--- config.mk ---
export PLATFORM = sky130hd
export DESIGN_NAME = osd_reg_file
export DESIGN_NICKNAME = d
export VERILOG_FILES = /design/src/rtl/video_mode_pkg.sv /design/src/rtl/osd_reg_pkg.sv /design/src/rtl/osd_reg_file.sv
export SDC_FILE = /design/constraint.sdc
export NUM_CORES = 1
export LEC_CHECK = 0
export ABC_AREA = 1
export BUFFER_PORTS_ARGS = -buffer_cell sky130_fd_sc_hd__buf_4
export CORE_MARGIN = 4
export CORE_UTILIZATION = 51
export DETAILED_ROUTE_END_ITERATION = 8
export GPL_TIMING_DRIVEN = 0
export PLACE_DENSITY = 0.85
export SLEW_MARGIN = 20
export SYNTH_ARGS = -nofsm -noshare
export SYNTH_HDL_FRONTEND = slang
export SYNTH_SLANG_ARGS = --single-unit
--- constraint.sdc ---
create_clock -name clk -period 3.61 [get_ports clk]
set_input_delay 0.361 -clock clk [delete_from_list [all_inputs] [get_ports clk]]
set_output_delay 0.361 -clock clk [all_outputs]
set_load 0.005 [all_outputs]
--- src/rtl/video_mode_pkg.sv ---
`default_nettype none

package video_mode_pkg;

    // output modes; 240P variants sit at 4..7, same order as the direct modes
    typedef enum logic [3:0] {
        MODE_1080P      = 4'd0,
        MODE_960P       = 4'd1,
        MODE_480P       = 4'd2,
        MODE_VGA        = 4'd3,
        MODE_240P_1080P = 4'd4,
        MODE_240P_960P  = 4'd5,
        MODE_240P_480P  = 4'd6,
        MODE_240P_VGA   = 4'd7,
        MODE_480I       = 4'd8,
        MODE_576I       = 4'd9
    } video_mode_e;

    // timing word widths
    localparam int H_ACTIVE_W = 12;
    localparam int V_ACTIVE_W = 11;

    ////////////////////////////////////////////////////////////////////////////
    // active area per output resolution
    ////////////////////////////////////////////////////////////////////////////

    localparam logic [H_ACTIVE_W-1:0] H_1080P = 12'd1920;
    localparam logic [V_ACTIVE_W-1:0] V_1080P = 11'd1080;
    localparam logic [H_ACTIVE_W-1:0] H_960P  = 12'd1280;
    localparam logic [V_ACTIVE_W-1:0] V_960P  = 11'd960;
    localparam logic [H_ACTIVE_W-1:0] H_480P  = 12'd720;
    localparam logic [V_ACTIVE_W-1:0] V_480P  = 11'd480;
    localparam logic [H_ACTIVE_W-1:0] H_VGA   = 12'd640;
    localparam logic [V_ACTIVE_W-1:0] V_VGA   = 11'd480;
    // interlaced, full frame height
    localparam logic [H_ACTIVE_W-1:0] H_480I  = 12'd720;
    localparam logic [V_ACTIVE_W-1:0] V_480I  = 11'd480;
    localparam logic [H_ACTIVE_W-1:0] H_576I  = 12'd720;
    localparam logic [V_ACTIVE_W-1:0] V_576I  = 11'd576;

    // reconfiguration code groups
    // 0x0x and 0x1x pick by the low two bits, 0x2x and 0x4x ignore them
    localparam logic [6:0] CODE_GRP_480P = 7'h00;
    localparam logic [6:0] CODE_GRP_240P = 7'h10;
    localparam logic [6:0] CODE_GRP_480I = 7'h20;
    localparam logic [6:0] CODE_GRP_576I = 7'h40;

endpackage

`default_nettype wire

--- src/rtl/osd_reg_pkg.sv ---
`default_nettype none

package osd_reg_pkg;

    // host bus widths
    localparam int ADDR_W = 8;
    localparam int DATA_W = 8;

    // character memory, 8 pages of 128 bytes
    localparam int RAM_ADDR_W = 10;

    // mode reconfiguration field
    localparam int RECONF_W = 7;

    ////////////////////////////////////////////////////////////////////////////
    // register map
    ////////////////////////////////////////////////////////////////////////////

    // below 0x80 is the OSD text window
    localparam logic [ADDR_W-1:0] ADDR_OSD_PAGE   = 8'h80;
    localparam logic [ADDR_W-1:0] ADDR_OSD_ENABLE = 8'h81;
    localparam logic [ADDR_W-1:0] ADDR_HIGHLIGHT  = 8'h82;
    localparam logic [ADDR_W-1:0] ADDR_RECONF     = 8'h83;
    localparam logic [ADDR_W-1:0] ADDR_VIDEO_GEN  = 8'h84;
    // controller buttons, two bytes
    localparam logic [ADDR_W-1:0] ADDR_CTRL_HI    = 8'h85;
    localparam logic [ADDR_W-1:0] ADDR_CTRL_LO    = 8'h86;
    localparam logic [ADDR_W-1:0] ADDR_LINE_FLAGS = 8'h87;
    // scanline fields
    localparam logic [ADDR_W-1:0] ADDR_SCAN_HI    = 8'h88;
    localparam logic [ADDR_W-1:0] ADDR_SCAN_LO    = 8'h89;
    localparam logic [ADDR_W-1:0] ADDR_CONF240P   = 8'h90;
    // status words, three bytes each, msb first
    localparam logic [ADDR_W-1:0] ADDR_PINOK0     = 8'hB0;
    localparam logic [ADDR_W-1:0] ADDR_TIMING0    = 8'hB3;
    localparam logic [ADDR_W-1:0] ADDR_RGB0       = 8'hB6;
    // write-only pulses and reset config
    localparam logic [ADDR_W-1:0] ADDR_RESET_DC   = 8'hF0;
    localparam logic [ADDR_W-1:0] ADDR_RESET_OPT  = 8'hF1;
    localparam logic [ADDR_W-1:0] ADDR_RESET_CONF = 8'hF2;

    // reset values
    localparam logic [DATA_W-1:0] HIGHLIGHT_RST      = 8'hFF;
    localparam logic [8:0]        SCAN_INTENSITY_RST = 9'h100;
    localparam logic [DATA_W-1:0] CONF240P_RST       = 8'd20;

    // bus bridge FSM
    typedef enum logic {
        IDLE = 1'b0,
        ACK  = 1'b1
    } bridge_state_e;

endpackage

`default_nettype wire
--- src/rtl/osd_reg_file.sv ---
`timescale 1ns/1ps
`default_nettype none

module osd_reg_file (
    input  logic                                clk,
    input  logic                                rst_n,
    input  logic [osd_reg_pkg::ADDR_W-1:0]      reg_addr,
    input  logic [osd_reg_pkg::DATA_W-1:0]      reg_wdata,
    input  logic                                wr_strobe,
    input  logic                                rd_strobe,
    input  logic [12:0]                         ctrl_buttons,
    input  logic                                ctrl_valid,
    input  logic                                add_line,
    input  logic                                line_doubler,
    input  logic                                is_pal,
    input  logic [23:0]                         pinok,
    input  logic [23:0]                         timing_info,
    input  logic [23:0]                         rgb_data,
    output logic [osd_reg_pkg::DATA_W-1:0]      rd_data,
    output logic [osd_reg_pkg::RAM_ADDR_W-1:0]  ram_waddr,
    output logic [osd_reg_pkg::DATA_W-1:0]      ram_wdata,
    output logic                                ram_we,
    output logic                                osd_enable,
    output logic [7:0]                          highlight_line,
    output logic [osd_reg_pkg::RECONF_W-1:0]    reconf_code,
    output logic                                reconf_load,
    output logic [7:0]                          video_gen_data,
    output logic [8:0]                          scan_intensity,
    output logic                                scan_thickness,
    output logic                                scan_oddeven,
    output logic                                scan_active,
    output logic [7:0]                          conf240p,
    output logic                                reset_dc,
    output logic                                reset_opt,
    output logic [7:0]                          reset_conf
);

    // page offset for the text window
    logic [2:0] osd_page;
    logic       wr_text;

    // host writes below 0x80 land in the character memory
    assign wr_text = wr_strobe && !reg_addr[7];

    ////////////////////////////////////////////////////////////////////////////
    // write path
    ////////////////////////////////////////////////////////////////////////////

    always_ff @(posedge clk) begin
        if (!rst_n) begin
            osd_page       <= '0;
            osd_enable     <= 1'b0;
            highlight_line <= osd_reg_pkg::HIGHLIGHT_RST;
            // code that selects 1080p, matches the mode table reset
            reconf_code    <= video_mode_pkg::CODE_GRP_480P;
            video_gen_data <= '0;
            scan_intensity <= osd_reg_pkg::SCAN_INTENSITY_RST;
            scan_thickness <= 1'b0;
            scan_oddeven   <= 1'b0;
            scan_active    <= 1'b0;
            conf240p       <= osd_reg_pkg::CONF240P_RST;
            reset_conf     <= '0;
        end else if (wr_strobe) begin
            case (reg_addr)
                osd_reg_pkg::ADDR_OSD_PAGE:   osd_page       <= reg_wdata[2:0];
                osd_reg_pkg::ADDR_OSD_ENABLE: osd_enable     <= reg_wdata[0];
                osd_reg_pkg::ADDR_HIGHLIGHT:  highlight_line <= reg_wdata;
                // top bit of the byte is not part of the code
                osd_reg_pkg::ADDR_RECONF:     reconf_code    <= reg_wdata[6:0];
                osd_reg_pkg::ADDR_VIDEO_GEN:  video_gen_data <= reg_wdata;
                // intensity msbs
                osd_reg_pkg::ADDR_SCAN_HI:    scan_intensity[8:1] <= reg_wdata;
                osd_reg_pkg::ADDR_SCAN_LO: begin
                    scan_intensity[0] <= reg_wdata[7];
                    scan_thickness    <= reg_wdata[6];
                    scan_oddeven      <= reg_wdata[5];
                    scan_active       <= reg_wdata[4];
                end
                osd_reg_pkg::ADDR_CONF240P:   conf240p   <= reg_wdata;
                osd_reg_pkg::ADDR_RESET_CONF: reset_conf <= reg_wdata;
                default: ;
            endcase
        end
    end

    // single-cycle pulses, one cycle after the strobe
    always_ff @(posedge clk) begin
        if (!rst_n) begin
            ram_we      <= 1'b0;
            reconf_load <= 1'b0;
            reset_dc    <= 1'b0;
            reset_opt   <= 1'b0;
        end else begin
            ram_we      <= wr_text;
            reconf_load <= wr_strobe && (reg_addr == osd_reg_pkg::ADDR_RECONF);
            reset_dc    <= wr_strobe && (reg_addr == osd_reg_pkg::ADDR_RESET_DC);
            reset_opt   <= wr_strobe && (reg_addr == osd_reg_pkg::ADDR_RESET_OPT);
        end
    end

    // memory address and data ride along with ram_we
    always_ff @(posedge clk) begin
        if (wr_text) begin
            ram_waddr <= {osd_page, reg_addr[6:0]};
            ram_wdata <= reg_wdata;
        end
    end

    ////////////////////////////////////////////////////////////////////////////
    // read mux, captured on the request edge
    ////////////////////////////////////////////////////////////////////////////

    always_ff @(posedge clk) begin
        if (rd_strobe) begin
            case (reg_addr)
                osd_reg_pkg::ADDR_OSD_PAGE:   rd_data <= {5'b0, osd_page};
                osd_reg_pkg::ADDR_OSD_ENABLE: rd_data <= {7'b0, osd_enable};
                osd_reg_pkg::ADDR_HIGHLIGHT:  rd_data <= highlight_line;
                osd_reg_pkg::ADDR_RECONF:     rd_data <= {1'b0, reconf_code};
                osd_reg_pkg::ADDR_VIDEO_GEN:  rd_data <= video_gen_data;
                // a b x y up down left right
                osd_reg_pkg::ADDR_CTRL_HI:    rd_data <= ctrl_buttons[12:5];
                // start, triggers, osd and default-res keys, valid in bit 0
                osd_reg_pkg::ADDR_CTRL_LO: begin
                    rd_data <= {ctrl_buttons[4:0], 2'b00, ctrl_valid};
                end
                osd_reg_pkg::ADDR_LINE_FLAGS: begin
                    rd_data <= {add_line, line_doubler, is_pal, 5'b0};
                end
                osd_reg_pkg::ADDR_SCAN_HI:    rd_data <= scan_intensity[8:1];
                osd_reg_pkg::ADDR_SCAN_LO: begin
                    rd_data <= {scan_intensity[0], scan_thickness, scan_oddeven,
                                scan_active, 4'b0};
                end
                osd_reg_pkg::ADDR_CONF240P:   rd_data <= conf240p;
                // only 22 pin checks exist
                osd_reg_pkg::ADDR_PINOK0:          rd_data <= {2'b0, pinok[21:16]};
                osd_reg_pkg::ADDR_PINOK0 + 8'd1:   rd_data <= pinok[15:8];
                osd_reg_pkg::ADDR_PINOK0 + 8'd2:   rd_data <= pinok[7:0];
                osd_reg_pkg::ADDR_TIMING0:         rd_data <= timing_info[23:16];
                osd_reg_pkg::ADDR_TIMING0 + 8'd1:  rd_data <= timing_info[15:8];
                osd_reg_pkg::ADDR_TIMING0 + 8'd2:  rd_data <= timing_info[7:0];
                // red, green, blue
                osd_reg_pkg::ADDR_RGB0:            rd_data <= rgb_data[23:16];
                osd_reg_pkg::ADDR_RGB0 + 8'd1:     rd_data <= rgb_data[15:8];
                osd_reg_pkg::ADDR_RGB0 + 8'd2:     rd_data <= rgb_data[7:0];
                default:                           rd_data <= '0;
            endcase
        end
    end

endmodule

`default_nettype wire

After elaboration in Yosys (flattened, before gate mapping)
Index checks and enable logic that the tools add are counted.
{"block": "classes", "reduce_logical": 14, "eq_ne": 23, "mux": 1}
{"op": "$eq 8x8->1 const B", "n": 23}
{"op": "$pmux 8 s20", "n": 1}
{"op": "$reduce_and 2->1", "n": 9}
{"op": "$logic_and 1x1->1", "n": 4}
{"op": "$logic_not 1->1", "n": 1}
{"block": "word_totals", "elab_cells": 57, "output_inout_bits": 82, "ff_bits": 85}

Depth between registers and ports, before layout
Gate-level depths: netlist of the first run.
{"block": "logic_depth", "word_depth": 2, "ltp_mapped": 10, "mapped_depth_nobuf": 9}

Worst setup path after synthesis of the first run
OpenSTA, ideal clock, no wires.
{"block": "synth_timing", "kind": "input -> register", "from": "in wr_strobe", "to": "reg ram_waddr[0] (netlist name) (enable)", "stages": 3, "required_time_ns": 3.217, "t_arrival_ns": 1.411, "slack_ns": 1.806, "path_buffers": 1, "path_cell_list": "buf_2 inv_1 nor2_1"}
{"block": "synth_between", "elab_chain_cells": 1}
{"element": "start: declaration", "line_no": "osd_reg_file.sv:9", "text": "input logic wr_strobe,"}
{"element": "$logic_and 1x1->1", "line_no": "osd_reg_file.sv:43", "text": "assign wr_text = wr_strobe && !reg_addr[7];"}
{"element": "via wr_text", "line_no": "osd_reg_file.sv:40", "text": "logic wr_text;"}
{"element": "end signal: assignment", "line_no": "osd_reg_file.sv:104", "text": "ram_waddr <= {osd_page, reg_addr[6:0]};"}
{"element": "end: declaration", "line_no": "osd_reg_file.sv:20", "text": "output logic [osd_reg_pkg::RAM_ADDR_W-1:0] ram_waddr,"}
The timed path passes the listed nets, and every way through them passes these cells.
A chain may end at the register's enable or synchronous reset.

Worst setup path in the final report of the first run
{"block": "layout_timing", "from": "in reg_addr[2] (netlist name)", "to": "reg rd_data[2] (netlist name), data pin"}
{"block": "layout_between", "elab_chain_cells": 2, "word_cells_on_any_way": 21, "cone_classes": "eq/ne (20); mux (1)"}
{"element": "start: declaration", "line_no": "osd_reg_file.sv:7", "text": "input logic [osd_reg_pkg::ADDR_W-1:0] reg_addr,"}
{"element": "$eq 8x8->1", "line_no": "osd_reg_file.sv:115", "text": "case (reg_addr)"}
{"element": "$pmux 8 s20 *", "line_no": "osd_reg_file.sv:115"}
{"element": "end signal: assignment", "line_no": "osd_reg_file.sv:116", "text": "osd_reg_pkg::ADDR_OSD_PAGE: rd_data <= {5'b0, osd_page};"}
{"element": "end signal: assignment", "line_no": "osd_reg_file.sv:117", "text": "osd_reg_pkg::ADDR_OSD_ENABLE: rd_data <= {7'b0, osd_enable};"}
{"element": "end signal: assignment", "line_no": "osd_reg_file.sv:118", "text": "osd_reg_pkg::ADDR_HIGHLIGHT: rd_data <= highlight_line;"}
{"element": "end: declaration", "line_no": "osd_reg_file.sv:19", "text": "output logic [osd_reg_pkg::DATA_W-1:0] rd_data,"}
Every way passes the cells marked *; elsewhere a longest branch is shown, timed or not.

==> results of run 1 <==
cells in the mapped netlist (6+ instances only):
library cell | number | share of area
sky130_fd_sc_hd__nand2_1 | 122 | 0.11
sky130_fd_sc_hd__nor3_1 | 7 | 0.0081
sky130_fd_sc_hd__buf_4 | 6 | 0.010
sky130_fd_sc_hd__o21ai_0 | 21 | 0.024
sky130_fd_sc_hd__nand3_1 | 128 | 0.15
sky130_fd_sc_hd__inv_1 | 38 | 0.033
sky130_fd_sc_hd__dfxtp_1 | 59 | 0.27
sky130_fd_sc_hd__nand4_1 | 17 | 0.025
sky130_fd_sc_hd__clkbuf_1 | 8 | 0.0069
sky130_fd_sc_hd__buf_2 | 10 | 0.012
sky130_fd_sc_hd__nor2_1 | 55 | 0.048
sky130_fd_sc_hd__edfxtp_1 | 26 | 0.18
sky130_fd_sc_hd__a21oi_1 | 38 | 0.044
state kept, by name, summed over array words and instances, names as in the netlist, 3 cells and up:
name and count:
video_gen_data 8, conf240p 8, ram_waddr 10, osd_page 3, ram_wdata 8, highlight_line 8, rd_data 8, scan_intensity 9
reset_conf 8, reconf_code 7
worst max-delay path: cells and delay by family:
kind / cells / cell delay [ps]
buf+inv: 3 / 680
simple gates: 6 / 800
final timing paths:
path	slack, ps	cells after the start	from	end
worst max-delay path	2000	9	reg_addr[2]	rd_data[2]
worst min-delay path	190	1	reg_wdata[0]	ram_wdata[0]
worst max register to register	2490	4	conf240p[0]	rd_data[0]
worst min register to register	490	2	video_gen_data[0]	video_gen_data[0]
routing by layer:
metal,vias up,wire length (µm),GRT usage
met5,-,0,0
met4,0,520,0.1192
met3,54,1899,0.05629
met2,360,7941,0.5367
met1,2314,6357,0.4314
li1,2340,-,-
power breakdown:
part           switching, mW  internal (mW)
sequential           0.00584           1.00
combinational          0.121          0.111
clock                  0.405          0.273
cells in the final DEF (no fill, tap or decap), drive strengths merged, types with 24 or more instances in the layout:
cell type	netlist	layout
dfxtp	59	59
edfxtp	26	26
nand2	127	127
nand3	131	131
a21oi	38	38
buf	22	208
o21ai	24	24
inv	39	42
nor2	65	65
cell families after synthesis:
group / count (synthesis) / synth area share
AND/OR/NAND/NOR: 348 / 0.3802
flip-flops: 85 / 0.4520
buffers and inverters: 71 / 0.07840
AO/OA/AOI/OAI: 69 / 0.08936
area by class of cell:
type | instances | area, µm²
plain buffers | 30 | 185.2
clock inverters | 7 | 77.57
fillers | 683 | 2186
clock buffers | 9 | 123.9
well taps | 105 | 131.4
repair buffers | 186 | 1396
multi-input cells | 417 | 2041
flip-flops and latches | 85 | 1962
inverters | 41 | 155.1
through the flow:
| stage | cell area [µm²] | hold WS [ps] | setup WS, ps | total power, mW | cells |
|---|---|---|---|---|---|
| after floorplan | 4340 | 425.6 | 1806 | 1.100 | 573 |
| after CTS | 6072 | 179.5 | 2022 | 1.917 | 880 |
| final | 6072 | 187.5 | 2003 | 1.917 | 880 |
| after global placement | 5868 | 453.9 | 1470 | 1.256 | 864 |
| after detailed placement | 5871 | 458.5 | 1659 | 1.258 | 864 |
| after global routing | 6072 | 179.1 | 1891 | 1.979 | 880 |
==> results.txt, run 1 <==
The path class of the tightest hold or removal check is input port to register. The final core area utilization is 0.7353. The critical path in this run is classified as input port to register. The HPWL after detailed placement came out at 12.95 mm. The flow ran to the end, and the final reports show no timing, DRC or antenna violations. The detail-routed via count per cell came out at 5.759.

The hold violation count in the final report is 0. The critical path goes through buf_4 -> inv_1 -> nand2_1 -> nor2_4 -> buf_1 -> nand3_1 -> nand4_1 -> nor2_1 -> nand2_1. Setup repair after global routing left no endpoint under its margin. The count of instances resized after the clock tree is built came out at 0.

The worst endpoint data arrival time came out at 1830 ps. The clock slew at the register clock pins of the worst setup and hold paths came out at 100 ps. The number of warning messages in the yosys log is 0.

The ratio of total power to cell area came out at 315.7 nW/µm². The setup clock skew after layout is 7.366 ps. The synthesized cell area came out at 4340 µm². The slew at the pin closest to its max-slew limit came out at 924.5 ps. In this design, the critical path's most frequently occurring cell is sky130_fd_sc_hd__nand2_1. The peak ir drop on the vdd network is 0.2101 mV. The clock tree from TritonCTS is built.

The first-pass detailed-route iteration total came out at 6. The peak per-stage delay on the critical path is 470 ps. The CTS H-tree depth came out at 3. The count of mapped cells out of synthesis is 573. Dividing the final minimum period by the clock period gives 0.4450. Clock tree synthesis selected as its root buffer the cell sky130_fd_sc_hd__clkbuf_8.

The number of input and output port buffers inserted came out at 186. Entering global routing, the biggest net connects 19 pins. Of the synthesized area, sequential elements account for 0.4520. The die covers 10050 µm². The fraction of registers with async set or reset after synthesis came out at 0. The worst path needs 1607 ps of the cycle, external delays included. In this run the standard cell core region covers 8258 µm².

The final number of max-transition violations came out at 0. The number of vias in the routed layout came out at 5068. The count of max-cap constraint violations is 0. The remaining antenna violation count is 0.

For the final routed database, the setup TNS stands at 0 ps. The net total in the final layout came out at 879. The vertical die dimension came out at 100.3 µm.

The residual DRC count came out at 0. The first global-routing pass estimated 25.47 mm of wire. The static leakage is 2.790 nW. The startpoint class of the critical path is an input port.

For this run, the total global-route usage over all layers was measured as 0.3263. The distinct cell type count of the synthesized netlist came out at 29. The number of sinks on the clock net is 85.

In this run the worst path has a maximum fanout of 10. The initial cell density of the core came out at 0.5256. The number of antenna violations at the first check in global routing is 0. In this run the horizontal extent of the chip is 100.3 µm.

After the first detailed-routing iteration, the DRC count stood at 589. The share of final-layout standard cells stronger than drive strength 1 is 0.3226. The number of failing setup endpoints in the final timing report is 0. The slowest stage of the critical path belongs to the cell sky130_fd_sc_hd__buf_1. The type of element capturing the critical path is a register. The worst-case clock buffer depth came out at 2. The insertion delay of the later-clocked pin in the worst-skew pair came out at 360 ps.

The antenna diode count is 0. The number of cell rows came out at 33. The routability-driven placement congestion ratio came out at 0.9444.

The post-cts hold buffer count is 0. The number of global-route vias before repair is 4858. In the synthesized netlist the dominant register cell turns out to be sky130_fd_sc_hd__dfxtp_1. The detailed-route wire length came out at 16.72 mm.

The timing-limited maximum frequency came out at 622.4 MHz. The post-CTS setup repair buffer count is 0. The data required time of the worst path came out at 3840 ps. Relative to the synthesized area, the layout overhead comes to 39.90%. In this run, CTS created clock tree buffers numbering 9. The net count after synthesis came out at 682.

The number of enable flip-flop cells after synthesis came out at 26. The average wire per cell in the routed design came out at 19.00 µm. The relative max-transition margin is 0.3830. The synthesis-stage register bit count came out at 85. The global-route congestion overflow total is 0.

The count of boundary I/O pins came out at 191. The synthesized area per cell is 7.575 µm².
(Power assumes the default switching activity.)
==> inputs of run 2 (changes only) <==
- ABC_AREA: 1 -> 0
- CORE_UTILIZATION: 51 -> 48
- PLACE_DENSITY: 0.85 -> 0.81
- clock period: 3.61 -> 1.62 ns (I/O delays scaled with it)
==> run 2 against run 1 <==
Compared with the run above:
- hold slack got worse by 160 ps
- register-to-register slack got worse by 2400 ps
- sequential power rose by 120%
- combinational power rose to 3.0 times the previous value
- largest cell class unchanged
==> results.txt, run 2 <==
The run finished with clean final reports. The routability-driven placement congestion ratio came out at 0.9468 (+0.25%). The fraction of registers with async set or reset after synthesis is 0 (unchanged). The synthesis-stage register bit count is 85 (unchanged). The worst endpoint data arrival time came to 1650 ps (-180 ps).

The internal power consumption came to 3.346 mW (+140%). The peak per-stage delay on the critical path came out at 530 ps (+60 ps). The register with the most flip-flops is ram_waddr. The cell count of the worst reg-to-reg path is 4 (unchanged). The setup TNS is 0 ps (unchanged). The number of vias in the routed layout is 4571 (-9.8%). The number of enable flip-flop cells after synthesis came out at 26 (unchanged). The worst hold slack after final layout came out at 28.74 ps (-158.8 ps). The largest registers in the layout are ram_waddr (10), scan_intensity (9). The first-pass GRT wire length came out at 26.43 mm (+3.8%).

The die boundary width came out at 104.2 µm (+3.9%). The slew at the pin closest to its max-slew limit is 968.6 ps (+44.09 ps). The most frequent standard cell in the layout excluding fill and tap cells is sky130_fd_sc_hd__buf_4. The setup clock skew after layout came out at 10.13 ps (+2.762 ps).

The count of max-cap constraint violations is 0 (unchanged). The largest fanout of any net on the critical path is 10 (unchanged). The count of routing violations after the opening detailed-route iteration is 373 (-37%).

The fraction of power consumed by combinational cells came out at 0.152 (+0.031). The final number of max-transition violations is 0 (unchanged). The number of fill cells in the layout is 707 (+3.5%). The worst-case clock buffer depth is 2 (unchanged). The net count after synthesis is 567 (-17%). The class of the most critical hold timing path is input port to register.

The number of warning messages in the yosys log is 0 (unchanged). The routed design could run at a clock period as short as 1554 ps. The dominant cell type by area after synthesis is sky130_fd_sc_hd__dfxtp_1. The switching part of the total power is 0.2714 (-0.006032).

Leaving out fill and tap cells, the most frequent cells in the layout are sky130_fd_sc_hd__buf_4, sky130_fd_sc_hd__nand2_1, sky130_fd_sc_hd__dfxtp_1. The register area share after synthesis came out at 0.4417 (-0.01031). The average wire per cell in the routed design came to 22.38 µm (+18%). By instance count, the cell type seen most on the critical path is sky130_fd_sc_hd__buf_4. By area the synthesized netlist is led by sky130_fd_sc_hd__dfxtp_1, sky130_fd_sc_hd__edfxtp_1, sky130_fd_sc_hd__nand2_1, sky130_fd_sc_hd__mux2i_1, sky130_fd_sc_hd__nand3_1. The detail-routed via count per cell came out at 5.906 (+2.5%). In the synthesized netlist the dominant register cell turns out to be sky130_fd_sc_hd__dfxtp_1. The data required time of the worst path came out at 1710 ps (-2130 ps). STA classifies the critical path endpoint as a register. The number of input and output port buffers inserted is 186 (unchanged). The signal on the critical path passes through buf_4 -> buf_4 -> clkbuf_4 -> mux4_2 -> a22oi_1 -> nand3_1. Sorting the synthesized cells by how often they occur yields sky130_fd_sc_hd__nand2_1, sky130_fd_sc_hd__dfxtp_1, sky130_fd_sc_hd__nand3_1. The vertical die dimension came to 104.2 µm (+3.9%). Setup repair after global routing left no endpoint under its margin. The share of the synthesized area in the top cell type is 0.2659 (-0.006209). The startpoint class of the critical path is an input port.

The number of antenna violations at the first check in global routing is 0 (unchanged). Yosys instantiated no cell more often than sky130_fd_sc_hd__nand2_1. The synthesized area per cell was 9.698 µm² (+28%). The number of flip-flops in the largest register is 10 (unchanged). The slowest stage of the critical path is the sky130_fd_sc_hd__mux4_2 cell. The hold violation count in the final report came out at 0 (unchanged). The HPWL after detailed placement came to 13.44 mm (+3.9%). The critical path in this run is classified as input port to register. The ratio of total power to cell area was 735.0 nW/µm² (+130%). The instance count along the most critical hold path is 1 (unchanged).

The number of global-route vias before repair came out at 4542 (-6.5%). The CTS H-tree depth came to 3 (unchanged). The synthesized cell area is 4442 µm² (+2.3%). The global-route congestion overflow total came out at 0 (unchanged).

The remaining antenna violation count came out at 0 (unchanged). The detailed-route wire length is 17.32 mm (+3.6%). The number of sinks on the clock net was 85 (unchanged).

In this run the clock root is driven by a sky130_fd_sc_hd__clkbuf_8. The share of final-layout standard cells stronger than drive strength 1 is 0.4054 (+0.08282). The part of the power in registers is 0.489 (-0.037).

The static leakage is 2.705 nW (-3.0%). The residual DRC count is 0 (unchanged). The CTS buffer count is 9 (unchanged).

The total routing resource utilization after global routing came to 0.3158 (-0.01051). The reported net switching power is 1.246 mW (+130%). The full die area is 10860 µm² (+8.0%).

The clock slew at the register clock pins of the worst setup and hold paths is 100 ps (about the same). The clock group share of total power was 0.359 (+0.005). Of the available clock period, the critical path in the final layout requires 0.9593. TritonCTS built the clock tree.

The number of failing setup endpoints in the final timing report is 0 (unchanged). The relative max-transition margin is 0.3513 (-0.03165). From synthesis to final layout, the design area changed by 40.68%. The initial cell density of the core came out at 0.5020 (-0.02363).

The count of boundary I/O pins is 191 (unchanged). The number of cell rows came to 34 (+3.0%). The count of mapped cells out of synthesis is 458 (-20%). The first-pass detailed-route iteration total came to 5 (-1). The distinct cell type count of the synthesized netlist is 51 (+76%). The net total in the final layout is 770 (-12%). The core outline area is 8848 µm² (+7.2%).

The antenna diode count is 0 (unchanged). The peak ir drop on the vdd network came out at 0.5558 mV (+160%). The insertion delay of the later-clocked pin in the worst-skew pair came out at 360 ps (about the same).

The timing-limited maximum frequency is 643.5 MHz. The pin count of the biggest net entering global routing came out at 19 (unchanged).
==> run 2: changes by cell type in the layout (fill, tap and decap cells not counted), sizes merged, moves of 8 or more <==
cell    delta
a21boi    +31
a21oi     -27
a22oi     +19
buf        +8
inv       -37
mux2i     +26
nand2     -37
nand3     -89
nand4     -16
nor2      -50
nor2b     +20
o21ai     -15
==> run 2: timing repair <==
action / CTS / global route
hold buffers: 3 / 0
endpoints found under the setup margin: 0 / 17
resized for setup: 0 / 4
buffers inserted: 0 / 3
hold endpoints to repair: 3 / 0
==> run 2: layout make-up <==
type / count / area, µm² / share of cell area
Tap cell: 108 / 135.1 / 0.02163
Timing Repair Buffer: 192 / 1449 / 0.2319
Clock inverter: 7 / 86.33 / 0.01382
Buffer: 37 / 225.2 / 0.03604
Sequential cell: 85 / 1962 / 0.3140
Clock buffer: 9 / 123.9 / 0.01982
Multi-Input combinational cell: 336 / 2267 / 0.3628
==> run 2: cells by family after synthesis <==
kind of cell,Yosys count,share of synthesized area
buffers and inverters,37,0.04986
AO/OA/AOI/OAI,100,0.1679
AND/OR/NAND/NOR,198,0.2338
flip-flops,85,0.4417
multiplexers,38,0.1068
==> run 2: stage by stage <==
step / instance area (µm²) / power (mW) / util / cells / worst slack, ps
detailed placement: 5976 / 2.973 / 0.6753 / 752 / -355.7
global route: 6248 / 4.737 / 0.7062 / 774 / 1.463
finish: 6248 / 4.593 / 0.7062 / 774 / 65.94
floorplan: 4444 / 2.566 / - / 458 / 11.98
CTS: 6216 / 4.582 / 0.7025 / 771 / 27.24
global placement: 5976 / 2.963 / 0.6753 / 752 / -376.3
==> run 2: power groups by stage <==
stage          registers, mW  logic (mW)  clock network [mW]
2_1_floorplan           2.30       0.268                   0
3_3_place_gp            2.29       0.670                   0
3_5_place_dp            2.30       0.677                   0
4_1_cts                 2.25       0.684                1.65
5_1_grt                 2.25       0.739                1.75
6_report                2.25       0.696                1.65
==> run 2: worst paths after layout <==
check	from	endpoint	slack, ps
setup reg to reg	highlight_line[1]	rd_data[1]	80
hold / removal	reg_addr[6]	ram_waddr[6]	30
hold reg to reg	reset_conf[3]	reset_conf[3]	480
setup / recovery	reg_addr[0]	rd_data[0]	70
==> run 2: critical path: cells and delay by family <==
| kind | cells | cell delay [ps] |
|---|---|---|
| buffers and inverters | 3 | 610 |
| muxes | 1 | 530 |
| AOI/OAI and AO/OA | 1 | 220 |
| and+or+nand+nor | 1 | 120 |
==> run 2: routing by layer <==
| layer | global-route usage | up-vias | wire length, µm |
|---|---|---|---|
| met2 | 0.5306 | 291 | 8269 |
| met1 | 0.4110 | 2161 | 6991 |
| met3 | 0.06145 | 33 | 1637 |
| li1 | - | 2086 | - |
| met5 | 0 | - | 0 |
| met4 | 0.09877 | 0 | 422 |
==> inputs of run 3 (changes only) <==
- RECOVER_POWER: default -> 25
- SKIP_CTS_REPAIR_TIMING: default -> 1
==> run 3 against run 2 <==
Compared with the run above:
- first-iteration DRC count shrank 2.7%
- worst setup slack lost 16 ps
- cell count shrank 0.13%
==> results.txt, run 3 (synthesis gave the netlist of run 2 again) <==
The die boundary width is 104.2 µm (unchanged). The residual DRC count came out at 0 (unchanged). The number of failing setup endpoints in the final timing report came out at 0 (unchanged).

The hold violation count in the final report is 0 (unchanged). The share of final-layout standard cells stronger than drive strength 1 came out at 0.3940 (-0.01142). The relative max-transition margin is 0.3439 (-0.007422). The largest registers in the layout are ram_waddr (10), scan_intensity (9).

The average wire per cell in the routed design came out at 22.42 µm (+0.17%). The post-placement worst setup slack came out at -355.7 ps (unchanged). The ratio of final minimum period to clock period is 0.9694 (+0.01005). The detailed-route wire length is 17.33 mm (about the same). The kind of critical path is input port to register.

The core outline area came to 8848 µm² (unchanged). The HPWL after detailed placement came to 13.44 mm (unchanged). The number of vias in the routed layout is 4591 (+0.44%). The initial cell density of the core is 0.5020 (unchanged). The worst-case clock buffer depth is 2 (unchanged). The number of flip-flops in the largest register came out at 10 (unchanged). The static leakage was 2.672 nW (-1.2%). The worst endpoint data arrival time is 1670 ps (+20 ps).

STA classifies the critical path startpoint as an input port. The design area is 6208 µm² (-0.64%). The data required time of the worst path is 1720 ps (about the same). The remaining antenna violation count is 0 (unchanged).

The pin count of the biggest net entering global routing came out at 19 (unchanged). The root buffer cell chosen for the clock tree is sky130_fd_sc_hd__clkbuf_8. The count of boundary I/O pins was 191 (unchanged).

The clock period minus worst slack came to 1570 ps (+16.29 ps). The total routing resource utilization after global routing is 0.3147 (-0.001057). The final core area utilization was 0.7016 (-0.004525). The synthesis-to-finish area growth came out at 39.77%. The peak ir drop on the vdd network was 0.5594 mV (+0.65%). The cell count of the worst reg-to-reg path came out at 4 (unchanged). The number of antenna violations at the first check in global routing came out at 0 (unchanged).

The ratio of total power to cell area is 739.0 nW/µm² (+0.55%). The first-pass GRT wire length came out at 26.33 mm (-0.39%). The detail-routed via count per cell is 5.939 (+0.57%). The global-route congestion overflow total is 0 (unchanged). The CTS buffer count came out at 9 (unchanged).

The net total in the final layout came out at 769 (-0.13%). The setup clock skew after layout was 12.55 ps (+2.423 ps). The number of cell rows came out at 34 (unchanged). The final number of max-transition violations is 0 (unchanged). Tracing the worst setup path back leads to its startpoint at reg_addr[3]. The first-pass detailed-route iteration total came out at 8 (+3). The largest fanout of any net on the critical path is 10 (unchanged). The run finished with clean final reports. The antenna diode count is 0 (unchanged).

The full die area is 10860 µm² (unchanged). The vertical die dimension came out at 104.2 µm (unchanged). The CTS H-tree depth is 3 (unchanged). In the layout the commonest cells are sky130_fd_sc_hd__buf_4, sky130_fd_sc_hd__nand2_1, sky130_fd_sc_hd__dfxtp_1. The filler-free cell count of the finished design came out at 773 (-0.13%).

The placed cell count came out at 752 (unchanged). The beginning of the worst hold path is reg_addr[7]. The count of max-cap constraint violations came out at 0 (unchanged).

The number of sinks on the clock net came out at 85 (unchanged). The most frequent standard cell in the layout excluding fill and tap cells is sky130_fd_sc_hd__buf_4. In this run the worst hold path is classified as input port to register.

TritonCTS built the clock tree. The slew at the pin closest to its max-slew limit is 979.7 ps (+11.08 ps). The number of global-route vias before repair is 4523 (-0.42%). The count of routing violations after the opening detailed-route iteration is 363 (-2.7%). The insertion delay of the later-clocked pin in the worst-skew pair was 360 ps (about the same). The register with the most flip-flops in the final layout is ram_waddr. The worst-case setup margin in the final layout came out at 49.65 ps (-16.29 ps). The startpoint identified for the worst register-to-register timing path is highlight_line[1].

The timing-limited maximum frequency came out at 636.8 MHz (-1.0%). The routability-driven placement congestion ratio came out at 0.9468 (unchanged). The clock slew at the register clock pins of the worst setup and hold paths is 100 ps (about the same). The area after detailed placement is 5976 µm² (unchanged). The worst setup path is captured at a register. The number of input and output port buffers inserted came out at 186 (unchanged).

The instance count along the most critical hold path is 2 (+1).
## run 3: changes by cell type in the layout (fill, tap and decap cells not counted), sizes merged
cell         before  now
buf             216  207
dlygate4sd3       3    2
clkbuf           19   28
## run 3: critical path, cell delays in order
cell                       delay (ps)
sky130_fd_sc_hd__buf_4             90
sky130_fd_sc_hd__buf_4            170
sky130_fd_sc_hd__buf_4            220
sky130_fd_sc_hd__nand3b_1         130
sky130_fd_sc_hd__o21ai_0          120
sky130_fd_sc_hd__a222oi_1         340
sky130_fd_sc_hd__nor2_1            60
sky130_fd_sc_hd__or3_1            380
## run 3: metal layers
metal | vias to the layer above | track usage | routed length [µm]
li1 | 2085 | - | -
met5 | - | 0 | 0
met4 | 0 | 0.09877 | 364
met3 | 29 | 0.06145 | 1666
met1 | 2183 | 0.4102 | 6935
met2 | 294 | 0.5279 | 8362
## run 3: path summary, 6_finish.rpt
path                                       to  slack (ps)
worst min-delay path                   ram_we           2
worst min register to register  reset_conf[3]         480
worst max register to register     rd_data[1]          70
worst max-delay path               rd_data[1]          50
## run 3: power breakdown
group / internal (mW) / switching (mW) / leakage (nW)
sequential: 2.23 / 0.0140 / 0.729
clock: 0.752 / 0.904 / 0.105
combinational: 0.351 / 0.335 / 1.84
total: 3.34 / 1.25 / 2.67
## run 3: through the flow
stage / total power, mW / setup TNS [ps] / hold WS (ps)
CTS: 4.577 / 0 / -31.53
detailed placement: 2.973 / -17150 / 352.4
global route: 4.726 / -3.951 / 8.041
global placement: 2.963 / -13010 / 351.3
finish: 4.588 / 0 / 1.597
floorplan: 2.566 / 0 / 234.4
## run 3: area by class of cell
class                      count  area (µm²)
buffer                        37       225.2
clock buffer                   9       123.9
clock inverter                 7       86.33
fill                         715        2640
multi-input combinational    336        2267
sequential                    85        1962
tap                          108       135.1
timing repair buffer         191        1409
